**src/design/fdc_pkg.sv**
```systemverilog
// floppy controller shared definitions
package fdc_pkg;

	// ============================================================
	// host register map
	// ============================================================
	localparam logic [1:0] A_STATUS = 2'd0; // command on write
	localparam logic [1:0] A_TRACK  = 2'd1;
	localparam logic [1:0] A_SECTOR = 2'd2;
	localparam logic [1:0] A_DATA   = 2'd3;

	// ============================================================
	// timing, in ce ticks
	// ============================================================
	localparam int unsigned WATCHDOG_CYCLES = 4096; // host time to serve one drq
	localparam int unsigned BYTE_GAP_CYCLES = 16;   // drq spacing
	localparam int unsigned SETTLE_CYCLES   = 4000; // type I busy time
	localparam int unsigned SEEK_CYCLES     = 1024; // head settle before transfer

	typedef enum logic [2:0] {
		OP_NONE,
		OP_RESTORE,
		OP_SEEK,
		OP_STEP,
		OP_READ_SECTOR,
		OP_WRITE_SECTOR,
		OP_FORCE_INT
	} fdc_op_e;

	// registers -> sequencer
	typedef struct packed {
		logic    start;    // one ce tick per accepted command
		fdc_op_e op;
		logic    multi;    // multi-sector
		logic    wp_fault; // write on a protected disk
		logic    served;   // host took or gave a data byte
	} fdc_cmd_t;

	// sequencer -> registers
	typedef struct packed {
		logic busy;
		logic drq;
		logic done;       // raises intrq
		logic sector_inc;
		logic seek_err;
		logic wr_fault;
		logic lost_data;
		logic xfer;       // data port reads the buffer
	} fdc_seq_t;

	typedef struct packed {
		logic [19:0] byte_offset;
		logic [7:0]  sectors_per_track;
		logic [10:0] sector_bytes;
	} fdc_geom_t;

	typedef struct packed {
		logic [31:0] lba;
		logic        rd;
		logic        wr;
	} sd_req_t;

endpackage

```
**src/design/fdc_geometry.sv**
```systemverilog
// disk image geometry
`timescale 1ns/1ns
module fdc_geometry (
	input  logic                clk_sys,
	input  logic                arst_n,
	input  logic [2:0]          size_code,
	input  logic [7:0]          track,
	input  logic                side,
	input  logic [7:0]          sector,
	output fdc_pkg::fdc_geom_t  geom
);
	logic [7:0]  spt;
	logic [1:0]  shift; // log2 of sector size / 128
	logic [15:0] index;

	// fixed layouts in track-side-sector order
	always_comb begin
		case (size_code)
			3'd1: begin
				spt = 8'd16;
				shift = 2'd1;
			end
			3'd2: begin
				spt = 8'd9;
				shift = 2'd2;
			end
			3'd3: begin
				spt = 8'd5;
				shift = 2'd3;
			end
			3'd4: begin
				spt = 8'd10;
				shift = 2'd2;
			end
			default: begin // 26 x 128
				spt = 8'd26;
				shift = 2'd0;
			end
		endcase
	end

	assign index = 16'({track, side}) * 16'(spt) + 16'(sector) - 16'd1;

	always_ff @(posedge clk_sys or negedge arst_n) begin
		if (!arst_n) begin
			geom <= '0;
		end else begin
			geom.byte_offset       <= 20'(index) << (5'd7 + 5'(shift));
			geom.sectors_per_track <= spt;
			geom.sector_bytes      <= 11'd128 << shift;
		end
	end
endmodule

```
**config.mk**
```make
export PLATFORM = sky130hd
export DESIGN_NAME = fdc_geometry
export DESIGN_NICKNAME = d
export VERILOG_FILES = /design/src/design/fdc_pkg.sv /design/src/design/fdc_geometry.sv
export SDC_FILE = /design/constraint.sdc
export NUM_CORES = 1
export LEC_CHECK = 0
export BUFFER_PORTS_ARGS = -buffer_cell sky130_fd_sc_hd__buf_4
export CAP_MARGIN = 20
export CORE_UTILIZATION = 57
export CTS_CLUSTER_DIAMETER = 120
export DETAILED_ROUTE_END_ITERATION = 16
export PLACE_DENSITY = 0.91
export SYNTH_ARGS = -nofsm -noshare
export SYNTH_HDL_FRONTEND = slang
export SYNTH_SLANG_ARGS = --single-unit
```
**constraint.sdc**
```tcl
create_clock -name clk_sys -period 0.8 [get_ports clk_sys]
set_input_delay 0.08 -clock clk_sys [delete_from_list [all_inputs] [get_ports clk_sys]]
set_output_delay 0.08 -clock clk_sys [all_outputs]
set_load 0.005 [all_outputs]
```
==> qor.yml, run 1 <==
run_status:
  status: "stopped before the end"
  stop_stage: "global routing (5_1_grt)"
  firstError: "[ERROR GRT-0232] Routing congestion too high. Check the congestion heatmap in the GUI."
synth:
  synth_flop_cell: "dfrtp_1"
  yosys_warnings: 0
  syn_avg_cell_area_um2: 8.965
  syn_area_um2: 3371
  synth_common_cells: "inv_1 (58), nand2_1 (43), ha_1 (42), fa_1 (30), dfrtp_1 (29)"
  yosysSeqAreaShare_pct: 21.53
  yosys_register_bits: 29
  synth_top_area_cell: "dfrtp_1"
  synth_edf_count: 0
  synth_top_area_share_pct: 21.53
  synth.distinct_cells: 49
  synthTopCellsByArea: "dfrtp_1 (22%), fa_1 (18%), ha_1 (16%)"
  synthArstFlopShare_pct: 100.0
  yosysMostFrequentCell: "inv_1"
  synthCells: 376
grt:
  grt_use_total_pct: 88.05
  overflow: 281
  grt_start_max_net_pins: 30
placement:
  dp_cells: 564
  dp_hpwl_um: 7595
  routabilityCongestion: 0.8925
  port_buffers: 50
cts:
  cts_root_buf: "clkbuf_8"
  ctsLongestPathBuffers: 2
  h-tree-depth: 2
  numCtsBuffers: 5
  cts.sink_count: 29
floorplan:
  die_w_um: 78.90
  fp-row-count: 27
  initial_core_util_pct: 60.11
  dieHeight_um: 78.90
  io_pins: 61
## cell families after synthesis
| kind of cell | synth area share [%] |
|---|---|
| buffers and inverters | 10.65 |
| AOI/OAI and AO/OA | 13.18 |
| adders and majority gates | 33.41 |
| other | 0.1113 |
| DFF | 21.53 |
| muxes | 3.638 |
| and+or+nand+nor | 13.85 |
| xor gates and xnor gates | 3.638 |
## layer usage
layer  GRT usage (%)  GRT overflow
met5           13.64             0
met4           99.64            76
met3           63.10             2
met2           112.7           202
met1           84.47             1
## repair_timing
action	CTS
endpoints found under the hold margin	29
setup buffers	8
pin swaps	56
hold buffers	1
gates resized for setup	115
endpoints found under the setup margin	49
## per-stage QoR
step	utilization, %	instance area, µm²	hold slack, ns	setup WS, ns
after floorplan	-	3625	-0.2156	-3.730
after global placement	79.59	4463	0.009971	-3.886
after detailed placement	79.59	4463	0.02004	-4.047
after CTS	91.34	5122	0.1183	-3.540
==> inputs of run 2 (changes only) <==
- CORE_UTILIZATION: 57 -> 40
- CTS_CLUSTER_DIAMETER: 120 -> default
- PLACE_DENSITY: 0.91 -> default
- PLACE_DENSITY_LB_ADDON: default -> 0.15
==> run 2 against run 1 <==
Compared with the run above:
- the flow now finishes, with violations (DRC, setup timing)
- synthesized area unchanged
- synthesized cell count unchanged
==> qor.yml, run 2 <==
route:
  top_layer: "met4"
  route.detailed.drc: 2
  via_count: 3006
  routed-wl-met2_um: 4480
  met3_length_um: 175
  drtIter0Drc: 67
  routed_wl_um: 8449
  drt-met1-wl_um: 3618
  ant_nets: 0
  vias_per_cell: 4.779
  drt_pass1_iterations: 10
  wl_per_cell_um: 13.43
timing:
  setup_viol: 49
  whs_ns: 0.2537
  rsz0062_at_grt: "true"
  worst_slack_ns: -3.509
  period_needed_ns: 4.309
  fmax_ghz: 0.2321
  report.final.hold_viol_count: 0
  min_period_over_period_pct: 538.6
  fin_tns_setup_ns: -49.99
  drv_slew: 0
layout:
  n_fill_cell: 610
  regMostFlops: "geom"
  antenna_cells: 0
  layout_common_cells: "buf_4 (96), buf_6 (51), inv_1 (46)"
  drive_above_1_share_pct: 51.91
  layout_commonest_cell: "buf_4"
  top_regs: "geom x29"
  area_growth_pct: 63.96
  largest_reg_flops: 29
  final_util_pct: 67.60
  postLayoutCellArea_um2: 5527
  nets: 617
synth:
  yosys_register_bits: 29  # unchanged
  synthCells: 376  # unchanged
  synthArstFlopShare_pct: 100.0  # unchanged
  yosysSeqAreaShare_pct: 21.53  # unchanged
  synth_flop_cell: "dfrtp_1"
  yosys_warnings: 0  # unchanged
  synthTopCellsByArea: "dfrtp_1 (22%), fa_1 (18%), ha_1 (16%)"
  synth_common_cells: "inv_1 (58), nand2_1 (43), ha_1 (42), fa_1 (30), dfrtp_1 (29)"
  synth_top_area_cell: "dfrtp_1"
  synth.distinct_cells: 49  # unchanged
  syn_avg_cell_area_um2: 8.965  # unchanged
  synth_edf_count: 0  # unchanged
  yosysMostFrequentCell: "inv_1"
  synth_top_area_share_pct: 21.53  # unchanged
  syn_area_um2: 3371  # unchanged
critical_path:
  worstSetupPathType: "in -> reg"
  critPathArrivalTime_ns: 4.47
  slowest_stage: "fa_1"
  cp.required_ns: 0.96
  crit_fanout: 7
  worst_setup_path_start_kind: "input pin"
  max_stage_delay_ns: 0.54
  end_kind: "register"
power_and_ir_drop:
  irDropWorstVdd_mv: 2.092
  power_density_nw_per_um2: 3690
  static-leakage-power_nw: 2.710
cts:
  cts_tree: "yes"
  h-tree-depth: 2  # unchanged
  numCtsBuffers: 5  # unchanged
  cts_root_buf: "clkbuf_8"
  ctsLongestPathBuffers: 2  # unchanged
  path_clk_slew_ns: 0.06
  cts.sink_count: 29  # unchanged
run_status:
  status: "finished, violations left"
  violations: "DRC, setup timing"
floorplan:
  io_pins: 61  # unchanged
  dieHeight_um: 93.80  # +19%
  initial_core_util_pct: 41.23  # -19 points
  core_um2: 8175
  fp-row-count: 33  # +22%
  dieArea_um2: 8798
  die_w_um: 93.80  # +19%
grt:
  grt_pass1_wl_um: 13630
  overflow: 0
  grt_pass1_vias: 2938
  grt_use_total_pct: 19.70
  antenna_found_initial: 0
  grt_start_max_net_pins: 30
placement:
  port_buffers: 50  # unchanged
  dp_hpwl_um: 6300  # -17%
  routabilityCongestion: 0.8091  # -9.3%
  place_ws_ns: -3.930  # +0.1172 ns
  placed_area_um2: 4549  # +1.9%
job:
  drv_cap: 0
worst_hold_path:
  hold_class: "in -> async"
## run 2: cell counts after synthesis
Identical to the previous run, type by type.
## run 2: where the power goes
part	internal [W]	leakage, nW	switching, W
sequential	0.00186	0.352	0.000171
clock	0.000776	0.0542	0.000537
combinational	0.00886	2.30	0.00819
total	0.0115	2.71	0.00890
## run 2: metrics by stage
| stage | total power, W | instances |
|---|---|---|
| 6_report | 0.02039 | 629 |
| 5_1_grt | 0.02197 | 629 |
| 4_1_cts | 0.01809 | 621 |
| 3_5_place_dp | 0.01391 | 603 |
| 3_3_place_gp | 0.01382 | 603 |
| 2_1_floorplan | 0.009993 | 389 |
## run 2: layout make-up
| class | instances | area (µm²) | area share (%) |
|---|---|---|---|
| multi-input cells | 277 | 2989 | 54.09 |
| clock buffers | 7 | 96.34 | 1.743 |
| clock inverters | 1 | 5.005 | 0.09056 |
| well taps | 105 | 131.4 | 2.377 |
| inverters | 60 | 244.0 | 4.415 |
| flip-flops and latches | 29 | 725.7 | 13.13 |
| repair buffers | 150 | 1335 | 24.16 |
## run 2: worst max-delay path: cells and delay by family
family,cells,cell delay (ns)
fa+ha+maj,5,2.01
buf+inv,10,1.14
simple gates,6,0.77
mux,1,0.25
xor+xnor,1,0.13
compound gates,2,0.09
## run 2: worst max path at each step
stage / endpoint / start / slack [ns] / depth (start not counted)
after floorplan: geom[38]$_DFF_PN0_ / size_code[0] / -3.73 / 21
after global routing: geom[31]$_DFF_PN0_ / size_code[2] / -3.68 / 25
final: geom[31]$_DFF_PN0_ / size_code[2] / -3.51 / 25
after global placement: geom[38]$_DFF_PN0_ / size_code[1] / -3.93 / 20
after detailed placement: geom[38]$_DFF_PN0_ / size_code[2] / -3.93 / 20
after CTS: geom[38]$_DFF_PN0_ / size_code[2] / -3.49 / 20
## run 2: cell families (layout without fill, tap and decap cells)
kind of cell             Yosys count  in the layout  synth area share [%]
AND/OR/NAND/NOR                  103            103                 13.85
buffers and inverters             83            218                 10.65
adder cells (fa/ha/maj)           72             72                 33.41
AO/OA/AOI/OAI                     62             62                 13.18
flip-flops                        29             29                 21.53
XOR/XNOR                          14             14                 3.638
multiplexers                      12             12                 3.638
other                              1             14                0.1113
## run 2: timing repair
item | in CTS | in global routing
pin swaps | 62 | 48
gates resized for setup | 118 | 54
buffers inserted | 13 | 11
hold buffers | 1 | 0
endpoints found under the hold margin | 29 | 0
gates cloned | 0 | 0
setup endpoints to repair | 49 | 49
## run 2: layer usage
layer | up-vias | track usage [%]
li1 | 1493 | -
met1 | 1446 | 25.54
met2 | 55 | 35.10
met3 | 12 | 1.294
met4 | 0 | 5.641
met5 | - | 0
Power figures use the tool's default switching activity.
