File: config.mk
export PLATFORM = sky130hd
export DESIGN_NAME = fdc_registers
export DESIGN_NICKNAME = d
export VERILOG_FILES = /design/src/design/fdc_pkg.sv /design/src/design/fdc_registers.sv
export SDC_FILE = /design/constraint.sdc
export NUM_CORES = 1
export LEC_CHECK = 0
export CAP_MARGIN = 10
export CORE_MARGIN = 2
export CORE_UTILIZATION = 64
export DETAILED_ROUTE_END_ITERATION = 6
export DONT_BUFFER_PORTS = 1
export PLACE_DENSITY = 0.88
export SLEW_MARGIN = 20
export SYNTH_ARGS = -nofsm -noshare
export SYNTH_HDL_FRONTEND = slang
export SYNTH_SLANG_ARGS = --single-unit
File: constraint.sdc
create_clock -name clk_sys -period 2.5 [get_ports clk_sys]
set_input_delay 0.125 -clock clk_sys [delete_from_list [all_inputs] [get_ports clk_sys]]
set_output_delay 0.125 -clock clk_sys [all_outputs]
set_load 0.01 [all_outputs]
File: src/design/fdc_pkg.sv
// floppy controller shared definitions
package fdc_pkg;

	// ============================================================
	// host register map
	// ============================================================
	localparam logic [1:0] A_STATUS = 2'd0; // command on write
	localparam logic [1:0] A_TRACK  = 2'd1;
	localparam logic [1:0] A_SECTOR = 2'd2;
	localparam logic [1:0] A_DATA   = 2'd3;

	// ============================================================
	// timing, in ce ticks
	// ============================================================
	localparam int unsigned WATCHDOG_CYCLES = 4096; // host time to serve one drq
	localparam int unsigned BYTE_GAP_CYCLES = 16;   // drq spacing
	localparam int unsigned SETTLE_CYCLES   = 4000; // type I busy time
	localparam int unsigned SEEK_CYCLES     = 1024; // head settle before transfer

	typedef enum logic [2:0] {
		OP_NONE,
		OP_RESTORE,
		OP_SEEK,
		OP_STEP,
		OP_READ_SECTOR,
		OP_WRITE_SECTOR,
		OP_FORCE_INT
	} fdc_op_e;

	// registers -> sequencer
	typedef struct packed {
		logic    start;    // one ce tick per accepted command
		fdc_op_e op;
		logic    multi;    // multi-sector
		logic    wp_fault; // write on a protected disk
		logic    served;   // host took or gave a data byte
	} fdc_cmd_t;

	// sequencer -> registers
	typedef struct packed {
		logic busy;
		logic drq;
		logic done;       // raises intrq
		logic sector_inc;
		logic seek_err;
		logic wr_fault;
		logic lost_data;
		logic xfer;       // data port reads the buffer
	} fdc_seq_t;

	typedef struct packed {
		logic [19:0] byte_offset;
		logic [7:0]  sectors_per_track;
		logic [10:0] sector_bytes;
	} fdc_geom_t;

	typedef struct packed {
		logic [31:0] lba;
		logic        rd;
		logic        wr;
	} sd_req_t;

endpackage

File: src/design/fdc_registers.sv
// fdc host registers and command decode
`timescale 1ns/1ns
module fdc_registers (
	input  logic               clk_sys,
	input  logic               arst_n,
	input  logic               ce,
	input  logic               io_en,
	input  logic               rd,
	input  logic               wr,
	input  logic [1:0]         addr,
	input  logic [7:0]         din,
	input  logic               ready,
	input  logic               wp,
	input  logic               side_sel,
	input  fdc_pkg::fdc_seq_t  seq,
	input  logic [7:0]         buff_byte,
	output logic [7:0]         dout,
	output logic               intrq,
	output fdc_pkg::fdc_cmd_t  cmd,
	output logic [7:0]         track,
	output logic               side,
	output logic [7:0]         sector
);
	logic       rde, wre;
	logic       old_rd, old_wr;
	logic       wr_rise, rd_fall, wr_fall;
	logic [1:0] cur_addr;            // address latched at strobe start
	logic [7:0] track_reg, sector_reg, data_reg;
	logic [7:0] head_pos;            // real head position
	logic [7:0] next_track;
	logic       step_dir;            // 1 = out
	logic       head_loaded, status_mode, wpe;
	logic [7:0] status;
	logic       cmd_start, cmd_multi, cmd_wpf;
	fdc_pkg::fdc_op_e cmd_op;

	assign rde = rd & io_en;
	assign wre = wr & io_en;
	assign wr_rise = ce & wre & ~old_wr;
	assign rd_fall = ce & old_rd & ~rde;
	assign wr_fall = ce & old_wr & ~wre;

	assign next_track = (din[6] ? din[5] : step_dir) ? head_pos - 8'd1 : head_pos + 8'd1;

	assign cmd.start    = cmd_start;
	assign cmd.op       = cmd_op;
	assign cmd.multi    = cmd_multi;
	assign cmd.wp_fault = cmd_wpf;
	assign cmd.served   = (rd_fall | wr_fall) & (cur_addr == fdc_pkg::A_DATA);

	assign track  = head_pos;
	assign sector = sector_reg;

	always_ff @(posedge clk_sys or negedge arst_n) begin
		if (!arst_n) begin
			{old_rd, old_wr, cur_addr} <= '0;
			{track_reg, sector_reg, data_reg, head_pos} <= '0;
			{step_dir, head_loaded, status_mode, intrq, side} <= '0;
			wpe <= 1'b1;
			{cmd_start, cmd_multi, cmd_wpf} <= '0;
			cmd_op <= fdc_pkg::OP_NONE;
		end else if (ce) begin
			old_rd <= rde;
			old_wr <= wre;
			cmd_start <= 1'b0;
			if ((rde & ~old_rd) | wr_rise) cur_addr <= addr;

			if (rd_fall && cur_addr == fdc_pkg::A_STATUS) intrq <= 1'b0;
			if (seq.done) intrq <= 1'b1;
			if (seq.sector_inc) sector_reg <= sector_reg + 8'd1;

			if (wr_rise) begin
				case (addr)
					fdc_pkg::A_STATUS: begin
						intrq <= 1'b0;
						if (!seq.busy || din[7:4] == 4'hd) begin
							status_mode <= din[7];
							wpe <= ~din[7];
							side <= side_sel;
							cmd_multi <= din[4];
							cmd_wpf <= 1'b0;
							cmd_start <= 1'b1;
							case (din[7:4])
								4'h0: begin // restore
									head_loaded <= din[3];
									track_reg <= 8'd0;
									head_pos <= 8'd0;
									cmd_op <= fdc_pkg::OP_RESTORE;
								end
								4'h1: begin
									head_loaded <= din[3];
									track_reg <= data_reg;
									head_pos <= data_reg;
									cmd_op <= fdc_pkg::OP_SEEK;
								end
								4'h2, 4'h3, 4'h4, 4'h5, 4'h6, 4'h7: begin
									if (din[6]) step_dir <= din[5]; // remember direction
									head_pos <= next_track;
									if (din[4]) track_reg <= next_track;
									head_loaded <= din[3];
									cmd_op <= fdc_pkg::OP_STEP;
								end
								4'h8, 4'h9: cmd_op <= fdc_pkg::OP_READ_SECTOR;
								4'ha, 4'hb: begin
									wpe <= 1'b1;
									cmd_wpf <= wp;
									cmd_op <= fdc_pkg::OP_WRITE_SECTOR;
								end
								4'hd: begin
									status_mode <= 1'b0;
									cmd_op <= fdc_pkg::OP_FORCE_INT;
								end
								default: cmd_start <= 1'b0; // track-level commands unsupported
							endcase
						end
					end
					fdc_pkg::A_TRACK:  if (!seq.busy) track_reg <= din;
					fdc_pkg::A_SECTOR: if (!seq.busy) sector_reg <= din;
					default:           data_reg <= din;
				endcase
			end
		end
	end

	// type I or type II layout, index and crc bits read 0
	assign status = status_mode ?
		{~ready, wp & wpe, seq.wr_fault, seq.seek_err | ~ready, 1'b0,
			seq.lost_data, seq.drq, seq.busy} :
		{~ready, wp & wpe, head_loaded, seq.seek_err | ~ready, 1'b0,
			head_pos == 8'd0, 1'b0, seq.busy};

	always_comb begin
		case (addr)
			fdc_pkg::A_STATUS: dout = status;
			fdc_pkg::A_TRACK:  dout = track_reg;
			fdc_pkg::A_SECTOR: dout = sector_reg;
			default:           dout = seq.xfer ? buff_byte : data_reg;
		endcase
	end
endmodule

==> impl_metrics.py <==
metrics = {
    "global_route": {
        "grt_max_degree": 49,
        "first_global_vias": 2878,
        "track_usage_pct": 33.86,
        "antenna_found_initial": 0,
        "grt_pass1_wl_um": 14140,
        "grt_overflow": 0,
    },
    "clock_network": {
        "clock-sinks": 48,
        "cts_setup_buffers": 0,
        "htreeDepth": 2,
        "clk_latency_ns": 0.30,
        "cts_tree": "done",
        "cts_root_buf": "clkbuf_8",
        "cts_max_path_buffers": 2,
        "cts_buffers": 5,
        "cts.clk_slew.worst_paths_ns": 0.09,
    },
    "finish": {
        "fillCellCount": 374,
        "largest_reg_flops": 16,
        "antennaDiodeCount": 0,
        "area_growth_pct": 9.878,
        "final_cells": 425,
        "mostFrequentLayoutCells": "47 x dfrtp_1, 46 x nand2_1, 31 x o21ai_0",
        "final_area_mm2": 0.003480,
        "layout.area.seq_mm2": 0.001202,
        "multiInputGateArea_mm2": 0.001795,
        "layout.nets": 400,
        "drive_gt1_share_pct": 12.57,
        "final_common_cell": "dfrtp_1",
    },
    "yosys": {
        "synth_area_leader_cell": "dfrtp_1",
        "synth_top_area_share_pct": 37.14,
        "synthesis.area_mm2": 0.003167,
        "synth.distinct_cells": 67,
        "syn_inst": 349,
        "ys_warn_count": 0,
        "async_flop_share_pct": 100.0,
        "ys.flop_type": "dfrtp_1",
        "synth_area_leaders": "dfrtp_1 37%, nand2_1 5.5%, o21ai_0 4.9%",
        "synth_nets": 392,
        "ys_seq_area_share_pct": 37.97,
        "synth_edf_count": 0,
        "yosys_register_bits": 48,
        "syn_avg_cell_area_um2": 9.074,
    },
    "sta": {
        "setup_tns_ns": 0,
        "worstMarginPinSlew_ns": 0.6146,
        "final-hold-violation-count": 1,
        "finClkSkew_ns": 0.002377,
        "relSlewSlack_pct": 58.89,
        "final.min_clock_period_ns": 2.320,
        "hold_slack_ns": -0.002968,
        "fin_crit_sh_pct": 92.80,
        "rsz0062_at_grt": "false",
        "report.final.slew_viol_count": 0,
        "max_freq_mhz": 431.0,
        "finalSetupViolCount": 0,
    },
    "placement": {
        "port_buffers": 0,
        "hpwl_um": 5871,
        "place_area_mm2": 0.003163,
        "place.gp.congestion": 0.8946,
        "dpl.cell_count": 397,
    },
    "drt": {
        "vias": 2936,
        "viasPerCell": 6.908,
        "wirelength_um": 8782,
        "first_pass_iters": 5,
        "wl_per_cell_um": 20.66,
        "drc": 0,
        "ant_nets": 0,
        "drt_iter0_markers": 259,
    },
    "floorplanning": {
        "die_area_mm2": 0.005526,
        "ios": 68,
        "rows": 25,
        "start_util_pct": 66.61,
        "dieWidth_um": 74.34,
        "die_h_um": 74.34,
        "fp.coreArea_mm2": 0.004755,
    },
    "critical_path": {
        "slowest_stage": "dfrtp_1",
        "cp_data_required_time_ns": 2.73,
        "worst_setup_path_start_kind": "flop",
        "crit_type": "flop to flop",
        "cp_cell_sequence": "mux2i_1 > inv_2 > ha_1 > nor2b_1 > o2111a_1 > o31a_1 > or3_1 > a31oi_1",
        "crit_path_max_incr_delay_ns": 0.39,
        "crit_arrival_ns": 2.55,
        "path_delay_family": "compound AO/OA/AOI/OAI gates",
        "cp_max_fo": 8,
        "endpoint_kind": "flop",
        "critPathBufInv": 1,
    },
    "worst_hold_path": {
        "hold_path.class": "primary input to flop",
    },
    "power": {
        "p_leak_nw": 1.505,
        "peakVddDrop_uv": 530.9,
        "p_per_area_mw_per_mm2": 640.2,
    },
    "status": {
        "status": "finished with violations",
        "violations": "hold timing",
    },
    "run": {
        "drv_cap": 0,
    },
}
[power by group]
| part | internal (mW) | leakage (nW) | switching [mW] |
|---|---|---|---|
| clock network | 0.226 | 0.0455 | 0.263 |
| registers | 0.940 | 0.605 | 0.227 |
| logic | 0.274 | 0.855 | 0.298 |
| total | 1.44 | 1.51 | 0.787 |
[cell usage after synthesis, types with 4 or more instances]
cell and count:
nand3_1 8, nor2b_1 4, a31oi_1 5, a22o_1 4, nand2_1 46, dfrtp_1 47, a211oi_1 5, buf_2 6
nor2_1 18, inv_1 14, ha_1 7, a21o_1 5, a21oi_1 27, o22ai_1 4, a22oi_1 9, o21ai_0 31
mux2_2 13, o211ai_1 7, clkbuf_1 9, mux2i_1 11
[final timing paths]
path                                     startpoint                  endpoint  slack, ns  cells after the start
hold / removal                               seq[5]         intrq$_DFFE_PN0P_     -0.003                      2
setup / recovery               step_dir$_DFFE_PN0P_  track_reg[6]$_DFFE_PN0P_       0.18                      8
hold reg to reg            track_reg[0]$_DFFE_PN0P_  track_reg[0]$_DFFE_PN0P_       0.49                      1
max in group asynchronous                    arst_n           wpe$_DFFE_PN1P_       1.87                      2
setup reg to reg               step_dir$_DFFE_PN0P_  track_reg[6]$_DFFE_PN0P_       0.18                      8
min in group asynchronous                    arst_n         intrq$_DFFE_PN0P_       0.37                      2
[layout make-up]
cell class	count	share of cell area, %
clock buffers	8	2.589
flip-flops and latches	48	34.56
multi-input cells	263	51.60
repair buffers	25	7.335
inverters	14	1.510
well taps	67	2.409
[logic make-up after synthesis]
kind of cell | count (synthesis) | synth area share, %
XOR/XNOR | 3 | 0.8299
multiplexers | 25 | 8.811
adder cells (fa/ha/maj) | 9 | 3.714
flip-flops | 48 | 37.97
AO/OA/AOI/OAI | 123 | 25.88
AND/OR/NAND/NOR | 103 | 17.19
buffers and inverters | 38 | 5.610
[metal layers]
| metal | global-route usage [%] | share of wire, % |
|---|---|---|
| met4 | 10.32 | 2.4 |
| met3 | 6.233 | 8.3 |
| met1 | 44.34 | 40 |
| met2 | 57.54 | 49 |
| met5 | 0 | 0 |
[per-stage QoR]
step	utilization [%]	hold slack [ns]	power [mW]	setup slack, ns
2_1_floorplan	-	-0.1706	1.561	0.2686
3_3_place_gp	66.53	-0.1696	1.642	0.2519
6_report	73.18	-0.002968	2.228	0.1799
4_1_cts	73.00	0.0006967	2.211	0.1261
3_5_place_dp	66.53	-0.1696	1.678	0.1596
5_1_grt	73.18	0.01451	2.350	0.01264
[repair_timing]
| item | CTS | global route |
|---|---|---|
| hold endpoints to repair | 77 | 0 |
| hold buffers | 20 | 0 |
| gates resized for setup | 0 | 3 |
| setup endpoints to repair | 0 | 3 |
No activity file was read; power rests on OpenSTA's default activity.
