--- src/design/fdc_pkg.sv ---
// floppy controller shared definitions
package fdc_pkg;

	// ============================================================
	// host register map
	// ============================================================
	localparam logic [1:0] A_STATUS = 2'd0; // command on write
	localparam logic [1:0] A_TRACK  = 2'd1;
	localparam logic [1:0] A_SECTOR = 2'd2;
	localparam logic [1:0] A_DATA   = 2'd3;

	// ============================================================
	// timing, in ce ticks
	// ============================================================
	localparam int unsigned WATCHDOG_CYCLES = 4096; // host time to serve one drq
	localparam int unsigned BYTE_GAP_CYCLES = 16;   // drq spacing
	localparam int unsigned SETTLE_CYCLES   = 4000; // type I busy time
	localparam int unsigned SEEK_CYCLES     = 1024; // head settle before transfer

	typedef enum logic [2:0] {
		OP_NONE,
		OP_RESTORE,
		OP_SEEK,
		OP_STEP,
		OP_READ_SECTOR,
		OP_WRITE_SECTOR,
		OP_FORCE_INT
	} fdc_op_e;

	// registers -> sequencer
	typedef struct packed {
		logic    start;    // one ce tick per accepted command
		fdc_op_e op;
		logic    multi;    // multi-sector
		logic    wp_fault; // write on a protected disk
		logic    served;   // host took or gave a data byte
	} fdc_cmd_t;

	// sequencer -> registers
	typedef struct packed {
		logic busy;
		logic drq;
		logic done;       // raises intrq
		logic sector_inc;
		logic seek_err;
		logic wr_fault;
		logic lost_data;
		logic xfer;       // data port reads the buffer
	} fdc_seq_t;

	typedef struct packed {
		logic [19:0] byte_offset;
		logic [7:0]  sectors_per_track;
		logic [10:0] sector_bytes;
	} fdc_geom_t;

	typedef struct packed {
		logic [31:0] lba;
		logic        rd;
		logic        wr;
	} sd_req_t;

endpackage

--- src/design/fdc_sequencer.sv ---
// fdc command sequencer
`timescale 1ns/1ns
module fdc_sequencer (
	input  logic                clk_sys,
	input  logic                arst_n,
	input  logic                ce,
	input  logic                ready,
	input  fdc_pkg::fdc_cmd_t   cmd,
	input  fdc_pkg::fdc_geom_t  geom,
	input  logic [7:0]          sector,
	input  logic                byte_served,
	input  logic                sd_ack,
	output fdc_pkg::fdc_seq_t   seq,
	output fdc_pkg::sd_req_t    sd,
	output logic [1:0]          block,
	output logic [10:0]         byte_addr,
	output logic                buf_we
);
	typedef enum logic [3:0] {
		S_IDLE, S_SETTLE, S_SEEK, S_CHECK, S_FETCH, S_FETCH_WAIT,
		S_GAP, S_DRQ, S_STORE, S_STORE_WAIT, S_END, S_DONE
	} state_e;

	state_e      state;
	logic [12:0] cnt;       // settle, seek, gap and watchdog
	logic [10:0] length;    // bytes left in sector
	logic [10:0] blk_end;
	logic [1:0]  blk_max;   // last block touched by the sector
	logic [1:0]  ack_q;
	logic        sd_busy, sd_rd, sd_wr;
	logic        writing, multi, last_sector, bark;
	logic        busy, drq, done, sector_inc, seek_err, wr_fault, lost_data, xfer;

	assign blk_end = {2'b00, geom.byte_offset[8:0]} + geom.sector_bytes - 11'd1;
	assign bark = (cnt == 13'd0);
	assign last_sector = !multi || sector >= geom.sectors_per_track;
	assign buf_we = (state == S_DRQ) && writing && byte_served;

	assign sd.lba = 32'(geom.byte_offset[19:9]) + 32'(block);
	assign sd.rd  = sd_rd;
	assign sd.wr  = sd_wr;

	assign seq = '{busy: busy, drq: drq, done: done, sector_inc: sector_inc,
		seek_err: seek_err, wr_fault: wr_fault, lost_data: lost_data, xfer: xfer};

	always_ff @(posedge clk_sys or negedge arst_n) begin
		if (!arst_n) begin
			state <= S_IDLE;
			{cnt, length, blk_max, block, byte_addr} <= '0;
			{ack_q, sd_busy, sd_rd, sd_wr, writing, multi} <= '0;
			{busy, drq, done, sector_inc, seek_err, wr_fault, lost_data, xfer} <= '0;
		end else if (ce) begin
			done <= 1'b0;
			sector_inc <= 1'b0;

			// storage handshake, drop request on ack rise, block done on fall
			ack_q <= {ack_q[0], sd_ack};
			if (ack_q == 2'b01) {sd_rd, sd_wr} <= 2'b00;
			if (ack_q == 2'b10) sd_busy <= 1'b0;

			case (state)
				S_IDLE: ;
				S_SETTLE: begin
					if (cnt != 13'd0) cnt <= cnt - 13'd1;
					else state <= S_END;
				end
				S_SEEK: begin // geometry settles meanwhile
					if (cnt != 13'd0) cnt <= cnt - 13'd1;
					else state <= S_CHECK;
				end
				S_CHECK: begin
					block <= 2'd0;
					byte_addr <= {2'b00, geom.byte_offset[8:0]};
					length <= geom.sector_bytes;
					blk_max <= blk_end[10:9];
					if (!ready || sector == 8'd0 || sector > geom.sectors_per_track) begin
						seek_err <= 1'b1;
						state <= S_END;
					end else begin
						state <= S_FETCH;
					end
				end
				// ====================================================
				// block fetch, also before writes
				// ====================================================
				S_FETCH: begin
					sd_rd <= 1'b1;
					sd_busy <= 1'b1;
					state <= S_FETCH_WAIT;
				end
				S_FETCH_WAIT: if (!sd_busy) begin
					if (block != blk_max) begin
						block <= block + 2'd1;
						state <= S_FETCH;
					end else begin
						block <= 2'd0;
						xfer <= 1'b1;
						cnt <= 13'(fdc_pkg::BYTE_GAP_CYCLES - 1);
						state <= S_GAP;
					end
				end
				// ====================================================
				// byte loop with the host
				// ====================================================
				S_GAP: begin
					if (cnt != 13'd0) begin
						cnt <= cnt - 13'd1;
					end else begin
						drq <= 1'b1;
						cnt <= 13'(fdc_pkg::WATCHDOG_CYCLES);
						state <= S_DRQ;
					end
				end
				S_DRQ: begin
					if (!bark) cnt <= cnt - 13'd1;
					if (byte_served || bark) begin
						drq <= 1'b0;
						if (bark && !byte_served) lost_data <= 1'b1; // byte skipped
						if (length != 11'd1) begin
							byte_addr <= byte_addr + 11'd1;
							length <= length - 11'd1;
							cnt <= 13'(fdc_pkg::BYTE_GAP_CYCLES - 1);
							state <= S_GAP;
						end else if (writing) begin
							state <= S_STORE;
						end else if (last_sector) begin
							state <= S_END;
						end else begin
							sector_inc <= 1'b1;
							xfer <= 1'b0;
							cnt <= 13'(fdc_pkg::SEEK_CYCLES - 1);
							state <= S_SEEK;
						end
					end
				end
				S_STORE: begin
					sd_wr <= 1'b1;
					sd_busy <= 1'b1;
					state <= S_STORE_WAIT;
				end
				S_STORE_WAIT: if (!sd_busy) begin
					if (block != blk_max) begin
						block <= block + 2'd1;
						state <= S_STORE;
					end else if (last_sector) begin
						state <= S_END;
					end else begin
						sector_inc <= 1'b1;
						xfer <= 1'b0;
						cnt <= 13'(fdc_pkg::SEEK_CYCLES - 1);
						state <= S_SEEK;
					end
				end
				S_END: begin
					{drq, xfer, sd_rd, sd_wr, sd_busy} <= '0;
					done <= 1'b1;
					state <= S_DONE;
				end
				S_DONE: begin
					busy <= 1'b0; // falls with intrq rising
					state <= S_IDLE;
				end
				default: state <= S_IDLE;
			endcase

			// new command overrides the running state
			if (cmd.start) begin
				{seek_err, wr_fault, lost_data} <= '0;
				case (cmd.op)
					fdc_pkg::OP_FORCE_INT: begin
						if (busy) state <= S_END;
					end
					fdc_pkg::OP_READ_SECTOR, fdc_pkg::OP_WRITE_SECTOR: begin
						busy <= 1'b1;
						writing <= (cmd.op == fdc_pkg::OP_WRITE_SECTOR);
						multi <= cmd.multi;
						if (cmd.wp_fault) begin
							wr_fault <= 1'b1;
							cnt <= 13'(fdc_pkg::SETTLE_CYCLES - 1);
							state <= S_SETTLE;
						end else begin
							cnt <= 13'(fdc_pkg::SEEK_CYCLES - 1);
							state <= S_SEEK;
						end
					end
					fdc_pkg::OP_RESTORE, fdc_pkg::OP_SEEK, fdc_pkg::OP_STEP: begin
						busy <= 1'b1;
						cnt <= 13'(fdc_pkg::SETTLE_CYCLES - 1);
						state <= S_SETTLE;
					end
					default: ;
				endcase
			end
		end
	end
endmodule

--- config.mk ---
export PLATFORM = sky130hd
export DESIGN_NAME = fdc_sequencer
export DESIGN_NICKNAME = d
export VERILOG_FILES = /design/src/design/fdc_pkg.sv /design/src/design/fdc_sequencer.sv
export SDC_FILE = /design/constraint.sdc
export NUM_CORES = 1
export LEC_CHECK = 0
export BUFFER_PORTS_ARGS = -buffer_cell sky130_fd_sc_hd__buf_2
export CAP_MARGIN = 30
export CORE_AREA = 10 10 141 143
export CTS_CLUSTER_DIAMETER = 80
export DETAILED_ROUTE_END_ITERATION = 6
export DIE_AREA = 0 0 151 153
export PLACE_DENSITY = 0.57
export SLEW_MARGIN = 10
export SYNTH_ARGS = -nofsm -noshare
export SYNTH_HDL_FRONTEND = slang
export SYNTH_SLANG_ARGS = --single-unit
--- constraint.sdc ---
create_clock -name clk_sys -period 2.63 [get_ports clk_sys]
set_input_delay 0.263 -clock clk_sys [delete_from_list [all_inputs] [get_ports clk_sys]]
set_output_delay 0.263 -clock clk_sys [all_outputs]
set_load 0.02 [all_outputs]
==> impl_metrics.ini <==
[placement]
dp_hpwl_um = 11800
place_ws_ns = 0.0657
routabilityCongestion = 0.862
port_buffers = 94
place_inst = 957

[global_routing]
grt_use_total_pct = 12.8
grt_pass1_wl_um = 24400
overflow = 0
antenna_found_initial = 0
first_global_vias = 4821
grt_max_degree = 37

[synth]
yosys-top-cells-area = dfrtp_1 29%, ha_1 7.7%, o21ai_0 5.3%, inv_1 4.6%, a21oi_1 4.6%
syn_inst = 645
synth_top_area_share_pct = 28.9
ys_async_sr_fraction_pct = 100
seq_area_frac_synth_pct = 28.9
yosysWarnings = 0
syn_avg_cell_area_um2 = 7.79
synth.distinct_cells = 69
post-synth-top-area-cell = dfrtp_1
ys_ff_latch = 58
synth_edf_count = 0
synthesis.area_mm2 = 0.00502
synth_ff_type = dfrtp_1

[cells_and_area]
regArea_mm2 = 0.00145
fill_cells = 1831
syn_to_final_growth_pct = 22.0
nNetsFinal = 838
final_cells = 974
num_antenna_cells = 0
layout_common_cells = 94 x buf_2, 61 x inv_1, 58 x dfrtp_1, 54 x nand2_1, 54 x nor2_1
multiInputGateArea_mm2 = 0.00309
layout-drive-gt1-share_pct = 23.4
final_common_cell = buf_2

[routing]
dr.pass1.iters = 5
wire_per_inst_um = 15.3
drc_errors = 0
antenna_left = 0
vias_per_cell = 4.99
drt_iter0_drc = 317
vias = 4865
wirelength_um = 14900

[timing]
clock.fmax_mhz = 401
tightestPinTransition_ns = 0.681
post-route-period-util_pct = 94.8
setup_violations = 0
final_hold_viol_count = 0
slew_headroom_pct = 54.6
setup_ws_ns = 0.138
fin_crit_ns = 2.49
final_max_slew_viol_count = 0
clock-skew-final_ns = 0.00652
setup_tns_ns = 0

[clocking]
numCtsBuffers = 9
clock_sinks = 58
h-tree-depth = 3
cts-root-buf = clkbuf_16
path_clk_slew_ns = 0.05
clock_latency_ns = 0.34
cts_tree = yes
cts_buffer_depth = 2

[floorplanning]
num_rows = 48
chipHeight_um = 153
start_util_pct = 29.5
die_w_um = 151
core_area_mm2 = 0.0171
ios = 116
dieArea_mm2 = 0.0231

[pwr]
powerDensity_mw_per_mm2 = 850
p_leak_nw = 2.82
max-vdd-ir-drop_mv = 0.516

[setup_path]
crit_path_end_kind = flop
required_ns = 2.90
crit_type = reg2reg
startpoint_type = flop
crit_fanout = 4
crit_arrival_ns = 2.76

[run_status]
status = finished clean

[worst_hold_path]
hold_class = in2reg

[job]
cap_violations = 0
stage by stage:
step / hold slack (ns) / power (mW) / util, % / area [µm²]
6_report: 0.162 / 5.21 / 35.9 / 6130
5_1_grt: 0.167 / 5.63 / 35.9 / 6130
4_1_cts: 0.158 / 5.22 / 35.7 / 6080
3_5_place_dp: 0.307 / 3.90 / 33.7 / 5750
3_3_place_gp: 0.307 / 3.89 / 33.7 / 5750
2_1_floorplan: -0.0326 / 3.17 / - / 5100
kinds of logic (layout without fill, tap and decap cells):
group / count (synthesis) / in the layout / synth area share, %
AO/OA/AOI/OAI: 195 / 195 / 24.6
XOR/XNOR: 19 / 19 / 3.31
adder cells (fa/ha/maj): 32 / 32 / 8.12
buffers and inverters: 121 / 206 / 11.8
flip-flops: 58 / 58 / 28.9
multiplexers: 6 / 6 / 1.34
other: 1 / 20 / 0.0746
AND/OR/NAND/NOR: 213 / 213 / 21.8
power breakdown:
part	total, mW	internal, mW	switching, mW
registers	1.61	1.23	0.384
logic	2.31	0.924	1.38
clock network	1.29	0.895	0.399
total	5.21	3.05	2.17
worst max-delay path, stage by stage, from the launching register on:
cell and delay, ns:
dfrtp_1 0.37, inv_1 0.07, ha_1 0.13, or4b_1 0.48, or3_4 0.38, nor4_1 0.24, o211ai_1 0.26, o211ai_1 0.19
nand3b_1 0.14, a32o_1 0.16
state kept, by name (all words and copies together), names as in the netlist, 2 cells and up:
signal,cells
ack_q,2
state,4
blk_max,2
byte_addr,11
cnt,13
block,2
length,11
routing by layer:
metal,track usage (%),wire length [µm]
met5,0,0
met3,2.89,728
met4,3.62,238
met1,16.7,6780
met2,20.7,7160
worst paths after layout:
kind                                            start                   end  slack, ns  cells after the start
worst min-delay path                           cmd[2]     multi$_DFFE_PN0P_       0.16                      2
worst min register to register   wr_fault$_DFFE_PN0P_  wr_fault$_DFFE_PN0P_       0.48                      2
worst max-delay path            length[1]$_DFFE_PN0P_    cnt[6]$_DFFE_PN0P_       0.14                      9
max in group asynchronous                      arst_n  ack_q[1]$_DFFE_PN0P_       1.45                      3
worst max register to register  length[1]$_DFFE_PN0P_    cnt[6]$_DFFE_PN0P_       0.14                      9
min in group asynchronous                      arst_n   cnt[12]$_DFFE_PN0P_       0.49                      2
Yosys cell counts (3+ instances only):
master      n
inv_1      62
dfrtp_1    58
nor2_1     56
nand2_1    55
o21ai_0    53
a21oi_1    46
ha_1       31
buf_4      30
nand3_1    21
clkbuf_1   17
nor3_1     16
xnor2_1    14
o21ai_1    11
nand4_1     9
nor2b_1     9
a31oi_1     8
a21o_1      7
nand2b_1    7
o211ai_1    7
a22oi_1     6
mux2_2      6
o31ai_1     6
or3_1       6
a22o_1      5
nor4_1      5
o221ai_1    5
o22ai_1     5
xor2_1      5
a32o_1      4
and2_1      4
and3_1      4
buf_1       4
buf_2       4
buf_6       3
nor4_2      3
o2111ai_1   3
o21a_1      3
timing repair:
item,4_1_cts,5_1_grt
endpoints found under the hold margin,23,0
buffers inserted,0,2
setup endpoints to repair,0,18
hold buffers,1,0
resized for setup,0,12
area by class of cell:
| type | instances | area share, % |
|---|---|---|
| well taps | 225 | 4.59 |
| multi-input cells | 485 | 50.3 |
| inverters | 63 | 3.86 |
| repair buffers | 129 | 12.2 |
| clock inverters | 2 | 0.980 |
| flip-flops and latches | 58 | 23.7 |
| clock buffers | 12 | 4.35 |
Note: power is estimated with default switching activity, not from simulation.
